$ cat config.mk
export PLATFORM = sky130hd
export DESIGN_NAME = hyperram_ctrl
export DESIGN_NICKNAME = d
export VERILOG_FILES = /design/src/source/hyperram_pkg.sv /design/src/source/hyperram_bus_if.sv /design/src/source/hyperram_req_capture.sv /design/src/source/hyperram_sequencer.sv /design/src/source/hyperram_phy.sv /design/src/source/hyperram_ctrl.sv
export VERILOG_INCLUDE_DIRS = /design/src /design/src/source
export SDC_FILE = /design/constraint.sdc
export NUM_CORES = 1
export LEC_CHECK = 0
export BUFFER_PORTS_ARGS = -buffer_cell sky130_fd_sc_hd__buf_2
export CAP_MARGIN = 10
export CORE_ASPECT_RATIO = 0.5
export CORE_MARGIN = 2
export CORE_UTILIZATION = 34
export DETAILED_ROUTE_END_ITERATION = 8
export PLACE_DENSITY = 0.58
export SETUP_SLACK_MARGIN = 0.5
export SLEW_MARGIN = 0
export SYNTH_ARGS = -nofsm -noshare
export SYNTH_HDL_FRONTEND = slang
export SYNTH_SLANG_ARGS = --single-unit
$ cat constraint.sdc
create_clock -name clk -period 5.15 [get_ports clk]
set_input_delay 0.7725 -clock clk [delete_from_list [all_inputs] [get_ports clk]]
set_output_delay 0.7725 -clock clk [all_outputs]
set_load 0.05 [all_outputs]
$ cat src/source/hyperram_config.svh
/* Timing constants shared by the controller and the memory model.
   Latency is fixed at 2x, the RWDS latency flag is never looked at.
   POR wait is cut short for simulation, a real part needs 150 us. */
`ifndef HYPERRAM_CONFIG_SVH
`define HYPERRAM_CONFIG_SVH

// ------------------------------
// Bus framing
// ------------------------------
`define HR_CA_BYTES       6    // Command/address bytes, MSB first

// Byte slots of initial latency, two 6-clock periods at default config
`define HR_LATENCY_BYTES  24

// ------------------------------
// Core clock counts
// ------------------------------
`define HR_POR_CYCLES     120  // Wait after reset before first CS
`define HR_TCSHI_CYCLES   15   // CS high time between transactions

`endif

$ cat src/source/hyperram_pkg.sv
/* Types shared by the HyperRAM controller blocks.
   CA word follows the HyperBus command/address bit layout. */
`default_nettype none

package hyperram_pkg;

  typedef logic [31:0] dword_t;
  typedef logic [3:0]  byte_en_t;  // Bit 3 is the first byte on the bus

  // 48-bit command/address, sent MSB first
  typedef struct packed {
    logic        rd;         // 1 = read, 0 = write
    logic        reg_space;  // 1 = register space
    logic        linear;     // Always linear burst
    logic [28:0] row_col;    // addr[31:3]
    logic [12:0] rsvd;       // Must be zero
    logic [2:0]  col_lo;     // addr[2:0]
  } ca_t;

  typedef struct packed {
    ca_t      ca;
    dword_t   data;
    byte_en_t be;
  } req_t;

  typedef enum logic [2:0] {POR, IDLE, ADDR, WAIT, DATA, GAP} phase_t;

endpackage

`default_nettype wire

$ cat src/source/hyperram_bus_if.sv
/* Byte-slot link from the sequencer to the PHY.
   step comes back every second core clock while run is high. */
`default_nettype none

interface hyperram_bus_if;
  import hyperram_pkg::*;

  logic       run;       // DRAM clock on, CS low
  logic [7:0] out_byte;  // Next DQ byte
  logic       out_mask;  // RWDS level, 1 = byte not written
  logic       dq_oe;
  logic       rwds_oe;
  logic       step;      // One pulse per DRAM clock edge
  logic       rd_arm;    // Read capture enabled
  logic       rd_done;   // Four bytes collected
  dword_t     rd_word;

  modport seq (output run, out_byte, out_mask, dq_oe, rwds_oe, rd_arm,
               input  step, rd_done);

  modport phy (input  run, out_byte, out_mask, dq_oe, rwds_oe, rd_arm,
               output step, rd_done, rd_word);

endinterface

`default_nettype wire

$ cat src/source/hyperram_req_capture.sv
/* Request input stage. Takes one rd_req or wr_req pulse while idle and
   holds it until the sequencer picks it up.
   Register reads are not supported and get dropped here. */
`default_nettype none

module hyperram_req_capture (
  input  logic                  clk,
  input  logic                  resetn,
  input  logic                  rd_req,
  input  logic                  wr_req,
  input  logic                  mem_or_reg,
  input  hyperram_pkg::dword_t  addr,
  input  hyperram_pkg::dword_t  wr_d,
  input  hyperram_pkg::byte_en_t wr_byte_en,
  input  logic                  busy_seq,
  output hyperram_pkg::req_t    req,
  output logic                  req_valid,
  input  logic                  req_take
);
  import hyperram_pkg::*;

  ca_t  ca_next;
  logic accept;

  // Only when nothing is pending or running
  assign accept = !req_valid && !busy_seq && (wr_req || (rd_req && !mem_or_reg));

  always_comb begin
    ca_next           = '0;            // Reserved field stays zero
    ca_next.rd        = rd_req;
    ca_next.reg_space = mem_or_reg;
    ca_next.linear    = 1'b1;
    ca_next.row_col   = addr[31:3];
    ca_next.col_lo    = addr[2:0];     // Cfg reg 0 sits at 0x800
  end

  always_ff @(posedge clk or negedge resetn) begin
    if (!resetn) begin
      req_valid <= 1'b0;
    end else if (req_take) begin
      req_valid <= 1'b0;
    end else if (accept) begin
      req_valid <= 1'b1;
    end
  end

  always_ff @(posedge clk) begin
    if (accept) begin
      req <= '{ca: ca_next, data: wr_d, be: wr_byte_en};
    end
  end

  // Caller issues one kind of request at a time
  a_one_req: assert property (@(posedge clk) disable iff (!resetn) !(rd_req && wr_req));

endmodule

`default_nettype wire

$ cat src/source/hyperram_sequencer.sv
/* Transaction sequencer. Counts POR, then ADDR, WAIT, DATA and GAP in
   byte slots given by the PHY step pulse.
   Latency is always the fixed 2x count. Register writes skip WAIT.
   A read ends when the PHY has four bytes, not on a slot count. */
`include "hyperram_config.svh"
`default_nettype none

module hyperram_sequencer (
  input  logic               clk,
  input  logic               resetn,
  input  hyperram_pkg::req_t req,
  input  logic               req_valid,
  output logic               req_take,
  hyperram_bus_if.seq        bus,
  output logic               busy
);
  import hyperram_pkg::*;

  localparam int POR_W = $clog2(`HR_POR_CYCLES + 1);
  localparam int CNT_W = $clog2(`HR_LATENCY_BYTES + 1);
  localparam int GAP_W = $clog2(`HR_TCSHI_CYCLES + 1);

  phase_t           phase;
  logic [POR_W-1:0] por_cnt;
  logic [CNT_W-1:0] cnt;       // Slots left in current phase
  logic [GAP_W-1:0] gap_cnt;
  logic [47:0]      ca_sr;
  dword_t           data_sr;
  byte_en_t         be_sr;
  logic             is_rd;
  logic             is_reg;

  assign req_take = (phase == IDLE) && req_valid;
  assign busy     = req_valid || !(phase inside {IDLE, POR});

  // ------------------------------
  // Phase control
  // ------------------------------
  always_ff @(posedge clk or negedge resetn) begin
    if (!resetn) begin
      phase        <= POR;
      por_cnt      <= POR_W'(`HR_POR_CYCLES);
      cnt          <= '0;
      gap_cnt      <= '0;
      is_rd        <= 1'b0;
      is_reg       <= 1'b0;
      bus.run      <= 1'b0;
      bus.out_mask <= 1'b1;            // Idle RWDS high
      bus.dq_oe    <= 1'b0;
      bus.rwds_oe  <= 1'b0;
      bus.rd_arm   <= 1'b0;
    end else if (bus.rd_arm && bus.rd_done) begin
      phase      <= GAP;               // Read complete
      bus.run    <= 1'b0;
      bus.rd_arm <= 1'b0;
      gap_cnt    <= GAP_W'(`HR_TCSHI_CYCLES - 1);
    end else begin
      case (phase)
        POR: begin
          if (por_cnt == '0) phase <= IDLE;
          else               por_cnt <= por_cnt - 1'b1;
        end
        IDLE: begin
          if (req_valid) begin
            phase     <= ADDR;
            cnt       <= CNT_W'(`HR_CA_BYTES);
            is_rd     <= req.ca.rd;
            is_reg    <= req.ca.reg_space;
            bus.run   <= 1'b1;
            bus.dq_oe <= 1'b1;         // Host owns DQ for CA
          end
        end
        ADDR: begin
          if (bus.step) begin
            cnt <= cnt - 1'b1;
            if (cnt == CNT_W'(1)) begin
              if (is_reg && !is_rd) begin
                phase <= DATA;         // Zero latency reg write
                cnt   <= CNT_W'(2);
              end else begin
                phase <= WAIT;
                cnt   <= CNT_W'(`HR_LATENCY_BYTES);
              end
            end
          end
        end
        WAIT: begin
          if (bus.step) begin
            if (is_rd) begin
              bus.dq_oe  <= 1'b0;      // Hand DQ to the part
              bus.rd_arm <= 1'b1;
            end
            cnt <= cnt - 1'b1;
            if (cnt == CNT_W'(1)) begin
              phase <= DATA;
              cnt   <= CNT_W'(4);
            end
          end
        end
        DATA: begin
          // Reads leave through rd_done above
          if (bus.step && !is_rd) begin
            if (cnt != '0) begin
              bus.out_mask <= ~be_sr[3];
              bus.rwds_oe  <= !is_reg; // No mask on reg writes
              cnt          <= cnt - 1'b1;
            end else begin
              // Extra slot lets the last byte see its falling edge
              phase        <= GAP;
              bus.run      <= 1'b0;
              bus.dq_oe    <= 1'b0;
              bus.rwds_oe  <= 1'b0;
              bus.out_mask <= 1'b1;
              gap_cnt      <= GAP_W'(`HR_TCSHI_CYCLES - 1);
            end
          end
        end
        GAP: begin
          if (gap_cnt == '0) phase <= IDLE;
          else               gap_cnt <= gap_cnt - 1'b1;
        end
        default: phase <= IDLE;
      endcase
    end
  end

  // ------------------------------
  // Byte shifters
  // ------------------------------
  always_ff @(posedge clk) begin
    if (req_take) begin
      ca_sr   <= req.ca;
      data_sr <= req.data;
      be_sr   <= req.be;
    end else if (bus.step && phase == ADDR) begin
      bus.out_byte <= ca_sr[47:40];
      ca_sr        <= {ca_sr[39:0], 8'h00};
    end else if (bus.step && phase == WAIT) begin
      bus.out_byte <= 8'h00;           // Latency filler
    end else if (bus.step && phase == DATA && !is_rd && cnt != '0) begin
      bus.out_byte <= data_sr[31:24];
      data_sr      <= {data_sr[23:0], 8'h00};
      be_sr        <= {be_sr[2:0], 1'b0};
    end
  end

  // PHY steps only with the clock running
  a_step_run: assert property (@(posedge clk) disable iff (!resetn) bus.step |-> bus.run);
  // No DQ contention while the part drives read data
  a_rd_no_drive: assert property (@(posedge clk) disable iff (!resetn)
    bus.rd_arm |-> !bus.dq_oe);

endmodule

`default_nettype wire

$ cat src/source/hyperram_phy.sv
/* Pin side of the controller. DRAM clock is core clock / 4, which puts
   both DRAM clock edges mid-byte without a PLL.
   Every pin is registered. Read data is taken on each RWDS rise and two
   core clocks later, so RWDS must toggle in step with dram_ck. */
`default_nettype none

module hyperram_phy (
  input  logic                 clk,
  input  logic                 resetn,
  hyperram_bus_if.phy          bus,
  input  logic [7:0]           dram_dq_in,
  output logic [7:0]           dram_dq_out,
  output logic                 dram_dq_oe_l,
  input  logic                 dram_rwds_in,
  output logic                 dram_rwds_out,
  output logic                 dram_rwds_oe_l,
  output logic                 dram_ck,
  output logic                 dram_cs_l,
  output hyperram_pkg::dword_t rd_d,
  output logic                 rd_rdy
);

  logic [1:0] ck_phs;     // Divide-by-4 phase
  logic       ck_local;
  logic [7:0] dq_q;
  logic       rwds_q;
  logic       rwds_q1;
  logic       rise;
  logic [1:0] rise_sr;    // Rise delayed for second sample
  logic       sample;
  logic [1:0] byte_cnt;

  // ------------------------------
  // Clock divider and slot pulse
  // ------------------------------
  always_ff @(posedge clk or negedge resetn) begin
    if (!resetn)      ck_phs <= 2'd0;
    else if (bus.run) ck_phs <= ck_phs + 2'd1;
    else              ck_phs <= 2'd0;
  end

  assign bus.step = bus.run & ck_phs[0];  // Phases 1 and 3

  // ------------------------------
  // IO flops
  // ------------------------------
  always_ff @(posedge clk or negedge resetn) begin
    if (!resetn) begin
      ck_local       <= 1'b0;
      dram_ck        <= 1'b0;
      dram_cs_l      <= 1'b1;
      dram_dq_out    <= 8'h00;
      dram_dq_oe_l   <= 1'b1;
      dram_rwds_out  <= 1'b1;
      dram_rwds_oe_l <= 1'b1;
      rwds_q         <= 1'b0;
      rwds_q1        <= 1'b0;
    end else begin
      ck_local       <= bus.run & ck_phs[1];  // No stray pulse when run drops
      dram_ck        <= ck_local;
      dram_cs_l      <= ~bus.run;
      dram_dq_out    <= bus.out_byte;
      dram_dq_oe_l   <= ~bus.dq_oe;
      dram_rwds_out  <= bus.out_mask;         // 1 = byte masked
      dram_rwds_oe_l <= ~bus.rwds_oe;
      rwds_q         <= dram_rwds_in;
      rwds_q1        <= rwds_q;
    end
  end

  always_ff @(posedge clk) begin
    dq_q <= dram_dq_in;
  end

  // ------------------------------
  // Read deserializer
  // ------------------------------
  assign rise   = rwds_q & ~rwds_q1;
  assign sample = bus.rd_arm & (rise | rise_sr[1]);  // Rising then falling byte

  always_ff @(posedge clk or negedge resetn) begin
    if (!resetn) begin
      rise_sr     <= 2'b00;
      byte_cnt    <= 2'd0;
      bus.rd_done <= 1'b0;
    end else if (!bus.rd_arm) begin
      rise_sr     <= 2'b00;
      byte_cnt    <= 2'd0;
      bus.rd_done <= 1'b0;
    end else begin
      rise_sr     <= {rise_sr[0], rise};
      bus.rd_done <= sample && (byte_cnt == 2'd3);
      if (sample) byte_cnt <= byte_cnt + 2'd1;
    end
  end

  always_ff @(posedge clk) begin
    if (sample) bus.rd_word <= {bus.rd_word[23:0], dq_q};  // MSB arrives first
  end

  // One-cycle strobe, data zero otherwise
  always_ff @(posedge clk or negedge resetn) begin
    if (!resetn) begin
      rd_rdy <= 1'b0;
      rd_d   <= '0;
    end else begin
      rd_rdy <= bus.rd_done;
      rd_d   <= bus.rd_done ? bus.rd_word : '0;
    end
  end

endmodule

`default_nettype wire

$ cat src/source/hyperram_ctrl.sv
/* HyperRAM controller, one 32-bit access per request over 8-bit DDR.
   rd_req/wr_req are single-cycle pulses, ignored while busy is high.
   Part must stay in its default 2x latency, only Cfg reg 0 is writable. */
`default_nettype none

module hyperram_ctrl (
  input  logic                   clk,
  input  logic                   resetn,
  input  logic                   rd_req,
  input  logic                   wr_req,
  input  logic                   mem_or_reg,     // 0 = memory, 1 = register
  input  hyperram_pkg::byte_en_t wr_byte_en,
  input  hyperram_pkg::dword_t   addr,           // Byte address
  input  hyperram_pkg::dword_t   wr_d,
  output hyperram_pkg::dword_t   rd_d,
  output logic                   rd_rdy,
  output logic                   busy,
  input  logic [7:0]             dram_dq_in,
  output logic [7:0]             dram_dq_out,
  output logic                   dram_dq_oe_l,
  input  logic                   dram_rwds_in,
  output logic                   dram_rwds_out,
  output logic                   dram_rwds_oe_l,
  output logic                   dram_ck,
  output logic                   dram_cs_l,
  output logic                   dram_rst_l
);

  hyperram_pkg::req_t req;
  logic               req_valid;
  logic               req_take;

  hyperram_bus_if bus ();

  assign dram_rst_l = resetn;  // Part reset tracks core reset

  hyperram_req_capture req_capture_i (
    .clk, .resetn, .rd_req, .wr_req, .mem_or_reg, .addr, .wr_d, .wr_byte_en,
    .busy_seq (busy), .req, .req_valid, .req_take
  );

  hyperram_sequencer sequencer_i (
    .clk, .resetn, .req, .req_valid, .req_take, .bus (bus.seq), .busy
  );

  hyperram_phy phy_i (
    .clk, .resetn, .bus (bus.phy),
    .dram_dq_in, .dram_dq_out, .dram_dq_oe_l,
    .dram_rwds_in, .dram_rwds_out, .dram_rwds_oe_l,
    .dram_ck, .dram_cs_l, .rd_d, .rd_rdy
  );

endmodule

`default_nettype wire

==> flow_summary_export.csv <==
group,metric,value,unit
worst_setup_path,start_kind,"register",
final_layout,diodes,0,
placed_design,port_buffers,129,
sta,relSlewSlack,22.7,%
global_routing,grt_start_max_net_pins,76,
logic_synthesis,yosysUniqueCellTypes,64,
sta,slew_viol_final,0,
sta,clock.fmax,0.314,GHz
logic_synthesis,synth_edf_count,184,
power_and_ir_drop,pwr-share-seq,48.7,%
floorplanning,chipWidth,248,um
global_routing,antenna_found_initial,0,
sta,worst_pin_slew,1.16,ns
global_routing,grt_pass1_wl,30400,um
detailed_routing,wl_per_cell,15.2,um
floorplanning,ios,130,
hold_path,hold_path_class,"input pin to async pin",
power_and_ir_drop,switching_share,31.0,%
logic_synthesis,synth_top_family_by_area,"simple AND/OR/NAND/NOR gates",
final_layout,fin_nets,942,
clock_tree,post_cts_buffers,0,
power_and_ir_drop,pwr-share-comb,21.3,%
sta,fin_hold_ws,0.0646,ns
clock_tree,cts.path.max_buffers,3,
detailed_routing,drtPass1Iterations,5,
power_and_ir_drop,pwr-share-clk,30.0,%
logic_synthesis,netlist_instances,723,
power_and_ir_drop,ir_worst_vdd,0.000310,V
floorplanning,die_h,126,um
logic_synthesis,ys_async_sr_fraction,30.2,%
status,status,"complete, no violations",
sta,period_needed,3.19,ns
clock_tree,ctsResizeCount,0,
final_layout,utilization,41.6,%
worst_setup_path,crit_type,"register to register",
final_layout,area_growth,19.6,%
sta,hold_viol,0,
logic_synthesis,synthMuxAreaShare,0.717,%
final_layout,top_register,"req_capture_i.req",
power_and_ir_drop,switching_power,2.13,mW
detailed_routing,vias_per_cell,4.45,
sta,setup_ws,1.96,ns
logic_synthesis,syn-num-nets,812,
final_layout,reg_top3,"req_capture_i.req: 70 flops, sequencer_i.ca_sr: 38 flops",
logic_synthesis,syn_area,10100,um^2
floorplanning,core_area,29100,um^2
global_routing,gr-usage-all-layers,12.4,%
logic_synthesis,synth_xor_area_share,1.04,%
final_layout,drive_gt1_share,23.8,%
clock_tree,hold_buffers,0,
logic_synthesis,synth-seq-cells,275,
job,maxCapViolCount,0,
sta,finalClockSkew,0.0135,ns
clock_tree,h-tree-depth,1,
power_and_ir_drop,internal_power,4.74,mW
global_routing,grt_pass1_vias,5750,
floorplanning,std_cell_rows,44,
worst_setup_path,worstSetupEndpointType,"register",
detailed_routing,num_vias,5631,
logic_synthesis,synth-main-ff-cell,"edfxtp_1",
sta,tns,0,ns
global_routing,grt_overflow,0,
final_layout,largest_register_ffs,70,
floorplanning,fp.dieArea,31300,um^2
power_and_ir_drop,powerDensity,568,nW/um^2
power_and_ir_drop,p_leak,5.15,nW
logic_synthesis,synth_compound_area_share,3.57,%
logic_synthesis,yosys.area_share.simple,15.0,%
sta,period_share,61.9,%
clock_tree,cts_root_buf,"clkbuf_16",
worst_setup_path,path_max_fanout,54,
sta,setup_viol,0,
final_layout,num-fill-cells,2675,
worst_setup_path,required,5.58,ns
floorplanning,start_util,34.8,%
worst_setup_path,critPathArrivalTime,3.61,ns
logic_synthesis,synth.avg_cell_area,14.0,um^2
clock_tree,clkTransAtPathRegs,0.07,ns
clock_tree,cts_tree,"yes",
placed_design,place_congestion,0.806,
logic_synthesis,synth_adder_area_share,0.865,%
logic_synthesis,yosysWarnings,0,
clock_tree,insertion_delay,0.54,ns
detailed_routing,ant_nets,0,
detailed_routing,drt_iter0_drc,510,
sta,rsz0062_at_grt,"no",
detailed_routing,drc,0,
logic_synthesis,ys_seq_area_share,76.8,%
placed_design,preCtsSetupSlack,1.92,ns
detailed_routing,drt_wl_total,19200,um
placed_design,dp_hpwl,12600,um
clock_tree,cts.sinks,275,
clock_tree,cts_buffers,26,
power_and_ir_drop,p_total,6.88,mW
==> layout make-up <==
| type | instances | area, um^2 | area share, % |
|---|---|---|---|
| Clock inverter | 19 | 269 | 2.22 |
| Tap cell | 391 | 489 | 4.04 |
| Inverter | 16 | 60.1 | 0.496 |
| Multi-Input combinational cell | 400 | 2170 | 17.9 |
| Clock buffer | 29 | 662 | 5.47 |
| Timing Repair Buffer | 134 | 686 | 5.66 |
| Sequential cell | 275 | 7770 | 64.2 |
==> placed cells by master (no fill, tap or decap), types with 3 or more instances in the layout <==
cell and n:
a21oi_1 6, a31oi_1 4, and2_1 39, and3_1 19, buf_2 128, buf_4 6
bufinv_16 6, clkbuf_1 3, clkbuf_16 26, clkinv_2 7, dfrtp_1 74, dfstp_2 9
dfxtp_1 8, edfxtp_1 184, ha_1 7, inv_1 16, nand2_1 198, nand2b_1 4
nand3_1 7, nor2_1 20, nor2_2 3, nor2b_1 3, nor3_1 4, nor4_1 4
o21ai_0 17, o31ai_1 4, xnor2_1 4, xor2_1 8
==> power by group through the flow <==
stage               sequential, mW  combinational [mW]  clock, mW
floorplan                     3.43                1.02          0
global placement              3.39                1.45          0
detailed placement            3.40                1.48          0
CTS                           3.35                1.49       2.12
global route                  3.41                1.64       2.22
finish                        3.35                1.47       2.06
==> synthesized netlist by cell type (3+ instances only) <==
master	n	area share, %
dfxtp_1	8	1.6
buf_2	12	0.59
inv_1	16	0.59
a21oi_1	6	0.30
nor2_1	22	0.82
o21ai_0	18	0.89
nand3_1	7	0.35
ha_1	7	0.86
o31ai_1	4	0.30
clkbuf_1	16	0.59
and2_1	40	2.5
nor2b_1	3	0.19
nor3_1	4	0.20
nand2_1	199	7.4
nand2b_1	4	0.25
dfrtp_1	74	18
xnor2_1	4	0.35
dfstp_2	9	2.3
nor4_1	4	0.25
a31oi_1	4	0.25
edfxtp_1	184	55
and3_1	19	1.2
xor2_1	8	0.69
==> worst max-delay path, stage by stage (launching register included) <==
cell	delay, ns
dfrtp_1	0.73
nand2b_1	0.19
nor2_2	0.61
and2_2	0.95
nand2_1	0.25
mux2_2	0.34
==> worst paths after layout <==
check	start	to	slack, ns	cells after the start
setup reg to reg	sequencer_i.phase[0]	sequencer_i.is_rd	1.96	5
max in group asynchronous	resetn	phy_i.rd_d[5]	3.88	2
min in group clk	dram_dq_in[6]	phy_i.dq_q[6]	0.34	1
hold / removal	resetn	phy_i.ck_phs[1]	0.06	1
hold reg to reg	sequencer_i.bus.out_byte[6]	phy_i.dram_dq_out[6]	0.35	0
setup / recovery	sequencer_i.phase[0]	sequencer_i.is_rd	1.96	5
==> per-stage QoR <==
stage,instances,instance area [um^2]
4_1_cts,1264,12100
3_3_place_gp,1216,11200
6_report,1264,12100
5_1_grt,1264,12100
3_5_place_dp,1216,11200
2_1_floorplan,723,10100
==> cells by family (layout without fill, tap and decap cells) <==
logic type | after synthesis | in the layout
buffers and inverters | 48 | 198
AO/OA/AOI/OAI | 53 | 53
AND/OR/NAND/NOR | 322 | 322
multiplexers | 6 | 6
adder cells (fa/ha/maj) | 7 | 7
XOR/XNOR | 12 | 12
flip-flops | 275 | 275
==> metal layers <==
metal  routed length [um]  track usage [%]
met2                 9680             21.2
met4                  416             2.99
met5                    0                0
met3                  859             2.81
met1                 8240             16.0
(Power assumes the default switching activity.)
